File: src/design/fir_pkg.sv
// Shared types for the symmetric FIR filter
// Vector typedefs at the default widths, Wishbone widths,
// register map and bus FSM states
`default_nettype none

package fir_pkg;

  // Wishbone slave widths
  localparam int WB_ADDR_WIDTH = 4;   // Word address
  localparam int WB_DATA_WIDTH = 32;

  typedef logic signed [15:0] sample_t;  // Input sample, IN_WIDTH default
  typedef logic signed [15:0] coeff_t;   // Tap coefficient, COEFF_WIDTH default
  typedef logic signed [39:0] accum_t;   // Accumulation, ACCUM_WIDTH default
  typedef logic signed [15:0] out_t;     // Filter output, OUT_WIDTH default

  typedef logic [WB_ADDR_WIDTH-1:0] wb_addr_t;
  typedef logic [WB_DATA_WIDTH-1:0] wb_data_t;

  // Register map
  typedef enum logic [WB_ADDR_WIDTH-1:0] {
    REG_CTRL   = 4'd0,  // W: bit 0 clears filter and counters
    REG_COEFF  = 4'd1,  // W: push one coefficient into the chain
    REG_NCOEFF = 4'd2,  // R: pushes since last clear
    REG_NSAT   = 4'd3   // R: saturated outputs since last clear
  } reg_addr_e;

  // Bus slave FSM
  typedef enum logic {IDLE, ACK} wb_state_e;

endpackage

`default_nettype wire

File: src/design/fir_filter_top.sv
// Symmetric FIR filter top level
// Register slave, systolic MAC chain and rounding output stage
`timescale 1ns/1ns
`default_nettype none

module fir_filter_top #(
  parameter int IN_WIDTH    = $bits(fir_pkg::sample_t),
  parameter int COEFF_WIDTH = $bits(fir_pkg::coeff_t),
  parameter int ACCUM_WIDTH = $bits(fir_pkg::accum_t),
  parameter int OUT_WIDTH   = $bits(fir_pkg::out_t),
  parameter int NUM_SLICES  = 4,   // Tap pairs
  parameter int OUT_SHIFT   = 15
) (
  input  wire                         clk,
  input  wire                         rst,
  input  wire                         wb_cyc,
  input  wire                         wb_stb,
  input  wire                         wb_we,
  input  wire fir_pkg::wb_addr_t      wb_adr,
  input  wire fir_pkg::wb_data_t      wb_dat_w,
  input  wire                         sample_stb,
  input  wire signed [IN_WIDTH-1:0]   sample_in,
  output fir_pkg::wb_data_t           wb_dat_r,
  output logic                        wb_ack,
  output logic                        out_stb,
  output logic signed [OUT_WIDTH-1:0] out_data
);

  logic                          coeff_load;
  logic signed [COEFF_WIDTH-1:0] coeff_data;
  logic                          clear;       // To chain, output stage and counters
  logic                          sat;         // Back to the saturation counter
  logic signed [ACCUM_WIDTH-1:0] accum;       // Full precision chain result

  fir_wb_regs #(
    .COEFF_WIDTH(COEFF_WIDTH)
  ) wb_regs_i (
    .clk       (clk),
    .rst       (rst),
    .wb_cyc    (wb_cyc),
    .wb_stb    (wb_stb),
    .wb_we     (wb_we),
    .wb_adr    (wb_adr),
    .wb_dat_w  (wb_dat_w),
    .sat       (sat),
    .wb_dat_r  (wb_dat_r),
    .wb_ack    (wb_ack),
    .coeff_load(coeff_load),
    .coeff_data(coeff_data),
    .clear     (clear)
  );

  fir_symmetric_chain #(
    .IN_WIDTH   (IN_WIDTH),
    .COEFF_WIDTH(COEFF_WIDTH),
    .ACCUM_WIDTH(ACCUM_WIDTH),
    .NUM_SLICES (NUM_SLICES)
  ) chain_i (
    .clk       (clk),
    .rst       (rst),
    .clear     (clear),
    .sample_stb(sample_stb),
    .sample_in (sample_in),
    .coeff_load(coeff_load),
    .coeff_data(coeff_data),
    .accum_out (accum)
  );

  fir_round_sat #(
    .ACCUM_WIDTH(ACCUM_WIDTH),
    .OUT_WIDTH  (OUT_WIDTH),
    .OUT_SHIFT  (OUT_SHIFT)
  ) round_i (
    .clk       (clk),
    .rst       (rst),
    .clear     (clear),
    .sample_stb(sample_stb),
    .accum_in  (accum),
    .out_stb   (out_stb),
    .out_data  (out_data),
    .sat       (sat)
  );

endmodule

`default_nettype wire

File: src/design/fir_mac_slice.sv
// One tap pair of the symmetric systolic FIR
// Pre-adder, multiplier and accumulate stage
// Forwards samples and coefficients to the next slice
`timescale 1ns/1ns
`default_nettype none

module fir_mac_slice #(
  parameter int IN_WIDTH    = $bits(fir_pkg::sample_t),
  parameter int COEFF_WIDTH = $bits(fir_pkg::coeff_t),
  parameter int ACCUM_WIDTH = $bits(fir_pkg::accum_t)
) (
  input  wire                           clk,
  input  wire                           rst,
  input  wire                           clear,       // Zero taps and pipeline
  input  wire                           sample_stb,  // Advances the data path
  input  wire signed [IN_WIDTH-1:0]     sample_a,    // Forward travelling sample
  input  wire signed [IN_WIDTH-1:0]     sample_b,    // Mirrored partner from fold-back
  input  wire signed [COEFF_WIDTH-1:0]  coeff_in,
  input  wire                           coeff_load,  // Independent of sample_stb
  input  wire signed [ACCUM_WIDTH-1:0]  accum_in,    // From previous slice
  output logic signed [IN_WIDTH-1:0]    sample_fwd,
  output logic signed [COEFF_WIDTH-1:0] coeff_fwd,
  output logic signed [ACCUM_WIDTH-1:0] accum_out
);

  localparam int SUM_WIDTH  = IN_WIDTH + 1;           // Pre-adder needs one growth bit
  localparam int PROD_WIDTH = SUM_WIDTH + COEFF_WIDTH;

  logic signed [IN_WIDTH-1:0]    a0_reg;     // a-path, two stages deep
  logic signed [IN_WIDTH-1:0]    a1_reg;
  logic signed [IN_WIDTH-1:0]    b_reg;      // b-path, one stage
  logic signed [SUM_WIDTH-1:0]   sum_reg;    // Pre-add result
  logic signed [COEFF_WIDTH-1:0] coeff_reg;  // Held tap
  logic signed [PROD_WIDTH-1:0]  prod_reg;
  logic signed [ACCUM_WIDTH-1:0] acc_reg;

  always_ff @(posedge clk) begin
    if (rst || clear) begin
      a0_reg    <= '0;
      a1_reg    <= '0;
      b_reg     <= '0;
      sum_reg   <= '0;
      coeff_reg <= '0;
      prod_reg  <= '0;
      acc_reg   <= '0;
    end else begin
      if (sample_stb) begin
        a0_reg   <= sample_a;
        a1_reg   <= a0_reg;
        b_reg    <= sample_b;
        sum_reg  <= SUM_WIDTH'(a1_reg) + SUM_WIDTH'(b_reg);  // Sign extended pre-add
        prod_reg <= PROD_WIDTH'(sum_reg) * PROD_WIDTH'(coeff_reg);
        acc_reg  <= accum_in + ACCUM_WIDTH'(prod_reg);     // Cascade add
      end
      if (coeff_load) begin
        coeff_reg <= coeff_in;  // Old tap leaves through coeff_fwd
      end
    end
  end

  assign sample_fwd = a1_reg;
  assign coeff_fwd  = coeff_reg;
  assign accum_out  = acc_reg;

endmodule

`default_nettype wire

File: src/design/fir_round_sat.sv
// Output stage of the FIR filter
// Round half up, arithmetic shift, saturate to the output width
// Output strobe and saturation event
`timescale 1ns/1ns
`default_nettype none

module fir_round_sat #(
  parameter int ACCUM_WIDTH = $bits(fir_pkg::accum_t),
  parameter int OUT_WIDTH   = $bits(fir_pkg::out_t),
  parameter int OUT_SHIFT   = 15   // Fraction bits dropped, at least 1
) (
  input  wire                           clk,
  input  wire                           rst,
  input  wire                           clear,
  input  wire                           sample_stb,
  input  wire signed [ACCUM_WIDTH-1:0]  accum_in,
  output logic                          out_stb,   // Two edges after the strobe edge
  output logic signed [OUT_WIDTH-1:0]   out_data,
  output logic                          sat        // Clamped, with out_stb
);

  localparam int RND_WIDTH = ACCUM_WIDTH + 1;  // Room for the rounding carry

  localparam logic signed [RND_WIDTH-1:0] HALF_LSB = RND_WIDTH'(1) << (OUT_SHIFT - 1);
  localparam logic signed [RND_WIDTH-1:0] OUT_MAX =
    {{(RND_WIDTH-OUT_WIDTH+1){1'b0}}, {(OUT_WIDTH-1){1'b1}}};
  localparam logic signed [RND_WIDTH-1:0] OUT_MIN =
    {{(RND_WIDTH-OUT_WIDTH+1){1'b1}}, {(OUT_WIDTH-1){1'b0}}};

  logic                        stb_d;    // Chain result settles one cycle after strobe
  logic signed [RND_WIDTH-1:0] rounded;
  logic signed [RND_WIDTH-1:0] shifted;

  assign rounded = RND_WIDTH'(accum_in) + HALF_LSB;
  assign shifted = rounded >>> OUT_SHIFT;

  always_ff @(posedge clk) begin
    if (rst) begin
      stb_d    <= 1'b0;
      out_stb  <= 1'b0;
      out_data <= '0;
      sat      <= 1'b0;
    end else begin
      stb_d   <= sample_stb;
      out_stb <= stb_d;     // One output per strobe, clear or not
      if (clear) begin
        out_data <= '0;
        sat      <= 1'b0;
      end else if (stb_d) begin
        if (shifted > OUT_MAX) begin
          out_data <= OUT_MAX[OUT_WIDTH-1:0];
          sat      <= 1'b1;
        end else if (shifted < OUT_MIN) begin
          out_data <= OUT_MIN[OUT_WIDTH-1:0];
          sat      <= 1'b1;
        end else begin
          out_data <= shifted[OUT_WIDTH-1:0];
          sat      <= 1'b0;
        end
      end else begin
        sat <= 1'b0;  // Event lasts one cycle
      end
    end
  end

endmodule

`default_nettype wire

File: src/design/fir_symmetric_chain.sv
// Systolic chain of pre-add MAC slices for an even-length symmetric FIR
// Entry register, sample and coefficient forwarding, fold-back path
// and accumulation cascade
`timescale 1ns/1ns
`default_nettype none

module fir_symmetric_chain #(
  parameter int IN_WIDTH    = $bits(fir_pkg::sample_t),
  parameter int COEFF_WIDTH = $bits(fir_pkg::coeff_t),
  parameter int ACCUM_WIDTH = $bits(fir_pkg::accum_t),
  parameter int NUM_SLICES  = 4   // Taps = 2 * NUM_SLICES
) (
  input  wire                           clk,
  input  wire                           rst,
  input  wire                           clear,
  input  wire                           sample_stb,
  input  wire signed [IN_WIDTH-1:0]     sample_in,
  input  wire                           coeff_load,  // Shift in coeff_data at slice 0
  input  wire signed [COEFF_WIDTH-1:0]  coeff_data,
  output logic signed [ACCUM_WIDTH-1:0] accum_out
);

  // Latency from strobe n to result in accum_out is NUM_SLICES + 4 strobes:
  // entry register 1, a-path 2 per slice to reach the taps, pre-add,
  // multiply, then one accumulate stage per slice
  //
  // Slice i holds tap h[i] and pairs x[m-i] with x[m-(2*NUM_SLICES-1-i)]

  wire signed [IN_WIDTH-1:0]    sample_link [NUM_SLICES+1];  // a-path between slices
  wire signed [COEFF_WIDTH-1:0] coeff_link  [NUM_SLICES+1];  // Coefficient shift chain
  wire signed [ACCUM_WIDTH-1:0] accum_link  [NUM_SLICES+1];  // Partial sums

  logic signed [IN_WIDTH-1:0] head_reg;     // Entry stage of the delay line
  logic signed [IN_WIDTH-1:0] fold_sample;  // Broadcast to every b-input

  // Entry register, steps with the strobe like every slice stage
  always_ff @(posedge clk) begin
    if (rst || clear) begin
      head_reg <= '0;
    end else if (sample_stb) begin
      head_reg <= sample_in;
    end
  end

  assign sample_link[0] = head_reg;
  assign coeff_link[0]  = coeff_data;
  assign accum_link[0]  = '0;         // Nothing ahead of slice 0

  // Fold-back delay register: the last slice's second a-stage, which
  // holds x[n-2*NUM_SLICES] after strobe n. Each slice captures it into its
  // b-register, so the oldest samples meet their mirrored partners
  // exactly when the accumulation wave passes that slice.
  assign fold_sample = sample_link[NUM_SLICES];

  for (genvar i = 0; i < NUM_SLICES; i++) begin : g_slice
    fir_mac_slice #(
      .IN_WIDTH   (IN_WIDTH),
      .COEFF_WIDTH(COEFF_WIDTH),
      .ACCUM_WIDTH(ACCUM_WIDTH)
    ) slice_i (
      .clk       (clk),
      .rst       (rst),
      .clear     (clear),
      .sample_stb(sample_stb),
      .sample_a  (sample_link[i]),    // Two strobes deep per slice
      .sample_b  (fold_sample),
      .coeff_in  (coeff_link[i]),
      .coeff_load(coeff_load),        // Whole chain shifts on each push
      .accum_in  (accum_link[i]),
      .sample_fwd(sample_link[i+1]),
      .coeff_fwd (coeff_link[i+1]),   // Last one falls off the end
      .accum_out (accum_link[i+1])
    );
  end

  // Complete sum leaves the last slice
  assign accum_out = accum_link[NUM_SLICES];

endmodule

`default_nettype wire

File: src/design/fir_wb_regs.sv
// Wishbone classic register slave for the FIR filter
// Clear command, coefficient pushes, push and saturation counters
`timescale 1ns/1ns
`default_nettype none

module fir_wb_regs #(
  parameter int COEFF_WIDTH = $bits(fir_pkg::coeff_t)
) (
  input  wire                           clk,
  input  wire                           rst,
  input  wire                           wb_cyc,
  input  wire                           wb_stb,
  input  wire                           wb_we,
  input  wire fir_pkg::wb_addr_t        wb_adr,
  input  wire fir_pkg::wb_data_t        wb_dat_w,
  input  wire                           sat,         // One pulse per clamped output
  output fir_pkg::wb_data_t             wb_dat_r,
  output logic                          wb_ack,
  output logic                          coeff_load,  // Push strobe, ack cycle
  output logic signed [COEFF_WIDTH-1:0] coeff_data,
  output logic                          clear        // Clear pulse, ack cycle
);

  import fir_pkg::*;

  wb_state_e state;
  reg_addr_e reg_sel;     // Decoded word address
  wb_data_t  rd_data;     // Read mux
  wb_data_t  ncoeff_cnt;  // Pushes since clear
  wb_data_t  nsat_cnt;    // Saturations since clear
  logic      wr_ack;      // Write completing this cycle

  assign reg_sel = reg_addr_e'(wb_adr);

  // Master holds its request until ack, so decode in the ack cycle
  assign wb_ack     = (state == ACK);
  assign wr_ack     = wb_ack && wb_cyc && wb_stb && wb_we;
  assign coeff_load = wr_ack && (reg_sel == REG_COEFF);
  assign coeff_data = wb_dat_w[COEFF_WIDTH-1:0];  // Low bits only
  assign clear      = wr_ack && (reg_sel == REG_CTRL) && wb_dat_w[0];

  always_comb begin
    case (reg_sel)
      REG_NCOEFF: rd_data = ncoeff_cnt;
      REG_NSAT:   rd_data = nsat_cnt;
      default:    rd_data = '0;  // Write-only and unmapped words
    endcase
  end

  // Two-state slave, one ack per request, back to IDLE after each
  always_ff @(posedge clk) begin
    if (rst) begin
      state    <= IDLE;
      wb_dat_r <= '0;
    end else begin
      case (state)
        IDLE: begin
          if (wb_cyc && wb_stb) begin
            state    <= ACK;
            wb_dat_r <= wb_we ? '0 : rd_data;  // Valid with ack
          end
        end
        ACK: begin
          state <= IDLE;
        end
      endcase
    end
  end

  // Status counters
  always_ff @(posedge clk) begin
    if (rst || clear) begin
      ncoeff_cnt <= '0;
      nsat_cnt   <= '0;
    end else begin
      if (coeff_load) begin
        ncoeff_cnt <= ncoeff_cnt + 1'b1;
      end
      if (sat) begin
        nsat_cnt <= nsat_cnt + 1'b1;
      end
    end
  end

endmodule

`default_nettype wire

File: config.mk
export PLATFORM = sky130hd
export DESIGN_NAME = fir_filter_top
export DESIGN_NICKNAME = d
export VERILOG_FILES = /design/src/design/fir_pkg.sv /design/src/design/fir_filter_top.sv /design/src/design/fir_mac_slice.sv /design/src/design/fir_round_sat.sv /design/src/design/fir_symmetric_chain.sv /design/src/design/fir_wb_regs.sv
export SDC_FILE = /design/constraint.sdc
export NUM_CORES = 2
export LEC_CHECK = 0
export BUFFER_PORTS_ARGS = -buffer_cell sky130_fd_sc_hd__buf_4
export CAP_MARGIN = 20
export CORE_ASPECT_RATIO = 0.75
export CORE_MARGIN = 4
export CORE_UTILIZATION = 65
export CTS_BUF_LIST = sky130_fd_sc_hd__clkbuf_16
export DETAILED_ROUTE_END_ITERATION = 16
export GPL_TIMING_DRIVEN = 0
export PLACE_DENSITY_LB_ADDON = 0.2
export RECOVER_POWER = 25
export SLEW_MARGIN = 10
export SYNTH_ARGS = -nofsm -noshare
export SYNTH_HDL_FRONTEND = slang
export SYNTH_SLANG_ARGS = --single-unit
export TNS_END_PERCENT = 50
File: constraint.sdc
create_clock -name clk -period 17.25 [get_ports clk]
set_input_delay 3.45 -clock clk [delete_from_list [all_inputs] [get_ports clk]]
set_output_delay 3.45 -clock clk [all_outputs]
set_load 0.02 [all_outputs]
After elaboration in Yosys (flattened, before gate mapping):

Cells that the tools add are included.

* output and inout bits: 50
* bits in registers: 693
* logic and storage cells: 75

* equal/unequal tests: 3
* reduce and logical (&&, ||, !) cells: 12
* $lt $le $gt $ge: 2
* multipliers: 4
* $add $sub $neg: 10
* muxes and demuxes: 8
* bitwise gates (word level): 2

Operators with widths (count)
* $mul 17x16->33: 4
* $add 40x33->40: 2
* $add 16x16->17: 4
* $add 32x1->32 const B: 2
* $pmux 32 s2: 1
* $add 40x16->41 const B: 1
* $add 33x33->34: 1
* $mux 16: 2
* $mux 32: 1
* $gt 26x16->1 const B: 1
* $lt 26x16->1 const B: 1
* $eq 4x2->1 const B: 2
* $logic_and 1x1->1: 7
* $eq 4x1->1 const B: 1
* $logic_not 4->1: 1
* $mux 1: 3
* $reduce_or 3->1: 1
* $not 1->1: 2
* $pmux 1 s2: 1
* $reduce_and 2->1: 1
* $reduce_or 2->1: 1
* $logic_or 1x1->1: 1

Longest topological paths before layout:

* word-level depth: 6
* depth in mapped cells: 26
* mapped depth without buffers: 25

By module:

Synthesis repeated with hierarchy kept, for this count alone.

* cells, all modules: 9015
* area, all modules: 80211.9 um^2

By module, submodules not included
* fir_mac_slice (chain_i.g_slice[2].slice_i): cells each 2096, times used 1, area each 18582.8 um^2, sequential area each 3083.0 um^2
* fir_mac_slice (chain_i.g_slice[1].slice_i): cells each 2100, times used 1, area each 18514.0 um^2, sequential area each 3083.0 um^2
* fir_mac_slice (chain_i.g_slice[3].slice_i): cells each 2060, times used 1, area each 18273.8 um^2, sequential area each 3083.0 um^2
* fir_mac_slice (chain_i.g_slice[0].slice_i): cells each 2015, times used 1, area each 18218.7 um^2, sequential area each 3083.0 um^2
* fir_wb_regs: cells each 542, times used 1, area each 4747.1 um^2, sequential area each 1941.9 um^2
* fir_round_sat: cells each 148, times used 1, area each 1290.0 um^2, sequential area each 380.4 um^2
* fir_symmetric_chain: cells each 54, times used 1, area each 585.6 um^2, sequential area each 320.3 um^2

Worst setup path after synthesis:

No wires, ideal clock.

* path kind: register -> register
* start: reg chain_i.g_slice[0].slice_i.coeff_reg[1]
* end: reg chain_i.g_slice[0].slice_i.prod_reg[31]
* clock period less this slack: 6.486 ns
* slack: 10.764 ns
* stages on the path, launching flop included: 25
* arrival time: 6.358 ns
* buffers on the path: 2
* setup time: 0.128 ns
* required time: 17.122 ns
* cells stage by stage: dfxtp_1 -> clkbuf_1 -> clkbuf_1 -> nand2_1 -> fa_1 -> fa_1 -> inv_1 -> fa_1 -> inv_1 -> fa_1 -> fa_1 -> fa_1 -> inv_1 -> ha_1 -> and4_1 -> nor2b_1 -> a311oi_1 -> o31ai_1 -> a21o_1 -> a21oi_1 -> o21ai_0 -> a211oi_1 -> a21oi_1 -> xnor2_1 -> o21ai_0

* word-level cells in the longest chain between the ends: 1

RTL lines
* start: declaration: RTL line fir_mac_slice.sv:33 `logic signed [COEFF_WIDTH-1:0] coeff_reg;`
* start signal: assignment: RTL line fir_mac_slice.sv:56 `coeff_reg <= coeff_in;`
* $mul 17x16->33: RTL line fir_mac_slice.sv:52 `prod_reg <= PROD_WIDTH'(sum_reg) * PROD_WIDTH'(coeff_reg);`
* end signal: assignment: RTL line fir_mac_slice.sv:52
* end: declaration: RTL line fir_mac_slice.sv:34 `logic signed [PROD_WIDTH-1:0] prod_reg;`

Every way passes these cells.
A chain may end at the register's enable or synchronous reset.

Worst setup path after layout:

* start: reg chain_i.g_slice[0].slice_i.coeff_reg[7]
* end: reg chain_i.g_slice[0].slice_i.prod_reg[32]

The elaborated chain is that of the path after synthesis.

==> run summary <==
outcome: complete, but fails checks
failing checks: max-capacitance violations, max-slew violations
Initial Util: 65.57%
RSZ-0062 raised after global routing: false
fill count: 8848
GRT overflow: 0
Die Wd: 391.9 um
largest net degree at the start of global routing: 18
router iterations before antenna repair: 6
crit path kind: reg -> reg
Sw Ratio: 25.87%
Final Hold Violating Endpoints: 0
H-tree levels: 2
initial drt markers: 5171
Synth Area in Simple Gates: 15.79%
critical path startpoint category: register
area of the multi-input gates: 52250 um2
Die Y: 295.9 um
CTS Sinks: 673
Clock transition at path regs: 0.07 ns
async set-reset flop share out of synthesis: 0%
Synth top area share: 30.93%
number of flip-flops in the largest register: 133
Required @ worst endpoint: 17.76 ns
synthesized-area fraction occupied by adder cells: 39.77%
worst clock skew: 0.03260 ns
Hold WC Path Type: reg -> reg
DRC viols: 0
Max Fclk: 118.0 MHz
clock tree root buffer cell: clkbuf_16
library cells used by synthesis: 78
area grow syn2layout: 6.008%
Avg Vias per Cell: 5.895
logic gate share of total power: 5.5%
detailed-route via count: 57030
Post-Syn Area: 71850 um2
IO Port Bufs: 90
maxcap violations: 1
setup TNS: 0 ns
period utilization: 49.14%
LEAKAGE: 37.69 nW
Worst Hold Slack: 0.4526 ns
largest family of logic cells by synthesized area: adder cells
RePlAce Congestion: 0.9887
per-cell routed wire length: 22.41 um
instance count of the mapped netlist: 8006
clk_lat worst skew: 0.69 ns
Rows: 105
Post-CTS Hold Fix Bufs: 0
Synth Area in Compound Gates: 8.791%
final net count: 9848
overall routed net length: 216800 um
pwr dens: 40.43 nW/um2
cts bufs inserted: 60
Max clock buf depth: 3
clock network power share: 43.1%
Seq/Total Area, Yosys: 18.75%
Pint: 2.283 mW
relative slew slack: -11.15%
max-slew violation count: 11
Layout Cells excl Fill: 9673
CTS tree: yes
Post-Place Cells: 9548
global-route wire length before repair: 334700 um
mux share of post-synthesis cell area: 4.361%
sequential power share: 51.4%
global-route total usage across every layer: 38.00%
antenna violations before repair: 15
share of cells above drive strength 1: 2.055%
die area: 116000 um2
Layout Utilization: 69.51%
Finish-stage setup viols: 0
NetSw: 0.7965 mW
flops & latches, synth: 673
vias in the first global route: 57200
syn_area_per_cell: 8.974 um2
post-CTS setup buffers: 0
synth warn: 0
Synth Flop Type: dfxtp_1
core area: 109600 um2
Top Ports: 108
most area-consuming cells after synthesis: fa_1 31%, dfxtp_1 19%, ha_1 8.8%
XOR/XNOR Fraction of Synth Area: 3.986%
worst-margin pin slew: 1.667 ns
min cycle time layout: 8.476 ns
post-route ant nets: 0
Crit. End Element: register
Mapped Nets: 9682
worst vdd ir: 85.97 uV
register area: 13470 um2
Yosys top cell by area: fa_1
Critical Path Fanout Max: 10
Post-synth EDFFs: 0
critical path arrival: 8.99 ns
post-CTS sizing: 0
dpl hpwl: 176600 um
-- area by class of cell --
cell class / instances / area share, %
Timing Repair Buffer: 104 / 0.7984
Clock buffer: 60 / 1.971
Clock inverter: 52 / 0.4797
Buffer: 353 / 1.746
Tap cell: 1444 / 2.372
Sequential cell: 673 / 17.69
Inverter: 1282 / 6.318
Multi-Input combinational cell: 5698 / 68.60
Antenna cell: 7 / 0.02300
-- path summary, 6_finish.rpt --
check / start / endpoint / slack [ns] / depth (start not counted)
worst max-delay path: chain_i.g_slice[0].slice_i.coeff_fwd[7]$_SDFFE_PP0P_ / chain_i.g_slice[0].slice_i.prod_reg[32]$_SDFFE_PP0P_ / 8.77 / 22
worst min register to register: chain_i.g_slice[2].slice_i.accum_out[36]$_SDFFE_PP0P_ / chain_i.g_slice[2].slice_i.accum_out[36]$_SDFFE_PP0P_ / 0.45 / 2
worst min-delay path: chain_i.g_slice[2].slice_i.accum_out[36]$_SDFFE_PP0P_ / chain_i.g_slice[2].slice_i.accum_out[36]$_SDFFE_PP0P_ / 0.45 / 2
worst max register to register: chain_i.g_slice[0].slice_i.coeff_fwd[7]$_SDFFE_PP0P_ / chain_i.g_slice[0].slice_i.prod_reg[32]$_SDFFE_PP0P_ / 8.77 / 22
-- per-stage QoR --
step	power (mW)	worst slack, ns	cell area [um2]
after floorplan	1.701	10.76	71850
after global placement	1.777	8.771	74330
after detailed placement	1.782	8.991	74460
after CTS	3.069	8.955	76320
after global routing	3.145	8.475	76150
final	3.079	8.774	76170
-- per-layer routing --
metal	up-vias	part of all wire, %	track usage (%)
li1	25490	-	-
met1	28270	42	55.50
met2	2823	42	55.34
met3	443	12	9.656
met4	10	4.0	13.19
met5	-	0.036	0
-- power by group through the flow --
stage / clock (mW) / combinational (mW) / sequential (mW)
global route: 1.39 / 0.175 / 1.58
CTS: 1.32 / 0.165 / 1.58
floorplan: 0 / 0.0912 / 1.61
finish: 1.33 / 0.169 / 1.58
detailed placement: 0 / 0.165 / 1.62
global placement: 0 / 0.160 / 1.62
-- worst max-delay path: stages, from the launching register on --
cell      delay, ns
dfxtp_1        0.31
clkbuf_1       0.77
clkbuf_1       0.63
nand2_1        0.17
fa_1           0.56
fa_1           0.54
inv_1          0.05
ha_1           0.27
inv_1          0.05
fa_1           0.52
fa_1           0.44
fa_1           0.50
inv_1          0.05
ha_1           0.38
and4_1         0.30
a31oi_1        0.12
nor4_1         0.64
o211ai_1       0.25
a21boi_0       0.43
a41o_1         0.23
a21oi_1        0.07
xnor2_1        0.86
o21ai_0        0.16
-- synthesized netlist by cell type, types with 9 or more instances --
master,instances
a211oi_1,40
a21o_1,125
xnor2_1,189
inv_1,1282
and4_1,11
a22o_1,34
nor3b_1,10
ha_1,508
nand2_1,899
dfxtp_1,673
a31o_2,15
and3_1,36
nor2b_1,40
buf_1,15
o21bai_1,37
mux2i_1,313
xor2_1,138
or3_1,27
a311oi_1,10
and2_1,514
a21boi_0,9
a21oi_1,325
nor3_1,51
o21ai_0,191
o22ai_1,11
o31ai_1,9
nor2_1,664
a22oi_1,32
nand4_1,35
o21a_1,30
nand3_1,79
clkbuf_1,336
fa_1,1110
nand2b_1,54
a31oi_1,30
o211ai_1,23
-- cells by family after synthesis --
group,after synthesis
AND/OR/NAND/NOR,2452
flip-flops,673
AO/OA/AOI/OAI,988
adder cells (fa/ha/maj),1618
XOR/XNOR,327
multiplexers,313
buffers and inverters,1635
-- cell usage in the layout, fill, tap and decap left out, types with 51 or more instances in the layout --
cell,count
fa_1,1110
a21oi_1,325
nand3_1,79
mux2i_1,313
xnor2_1,189
o21ai_0,191
a21o_1,125
clkbuf_16,60
clkbuf_1,392
and2_1,513
nor3_1,51
inv_1,1295
xor2_1,138
nand2_1,899
nand2b_1,54
ha_1,508
dfxtp_1,673
nor2_1,664
Note: power is estimated with default switching activity, not from simulation.
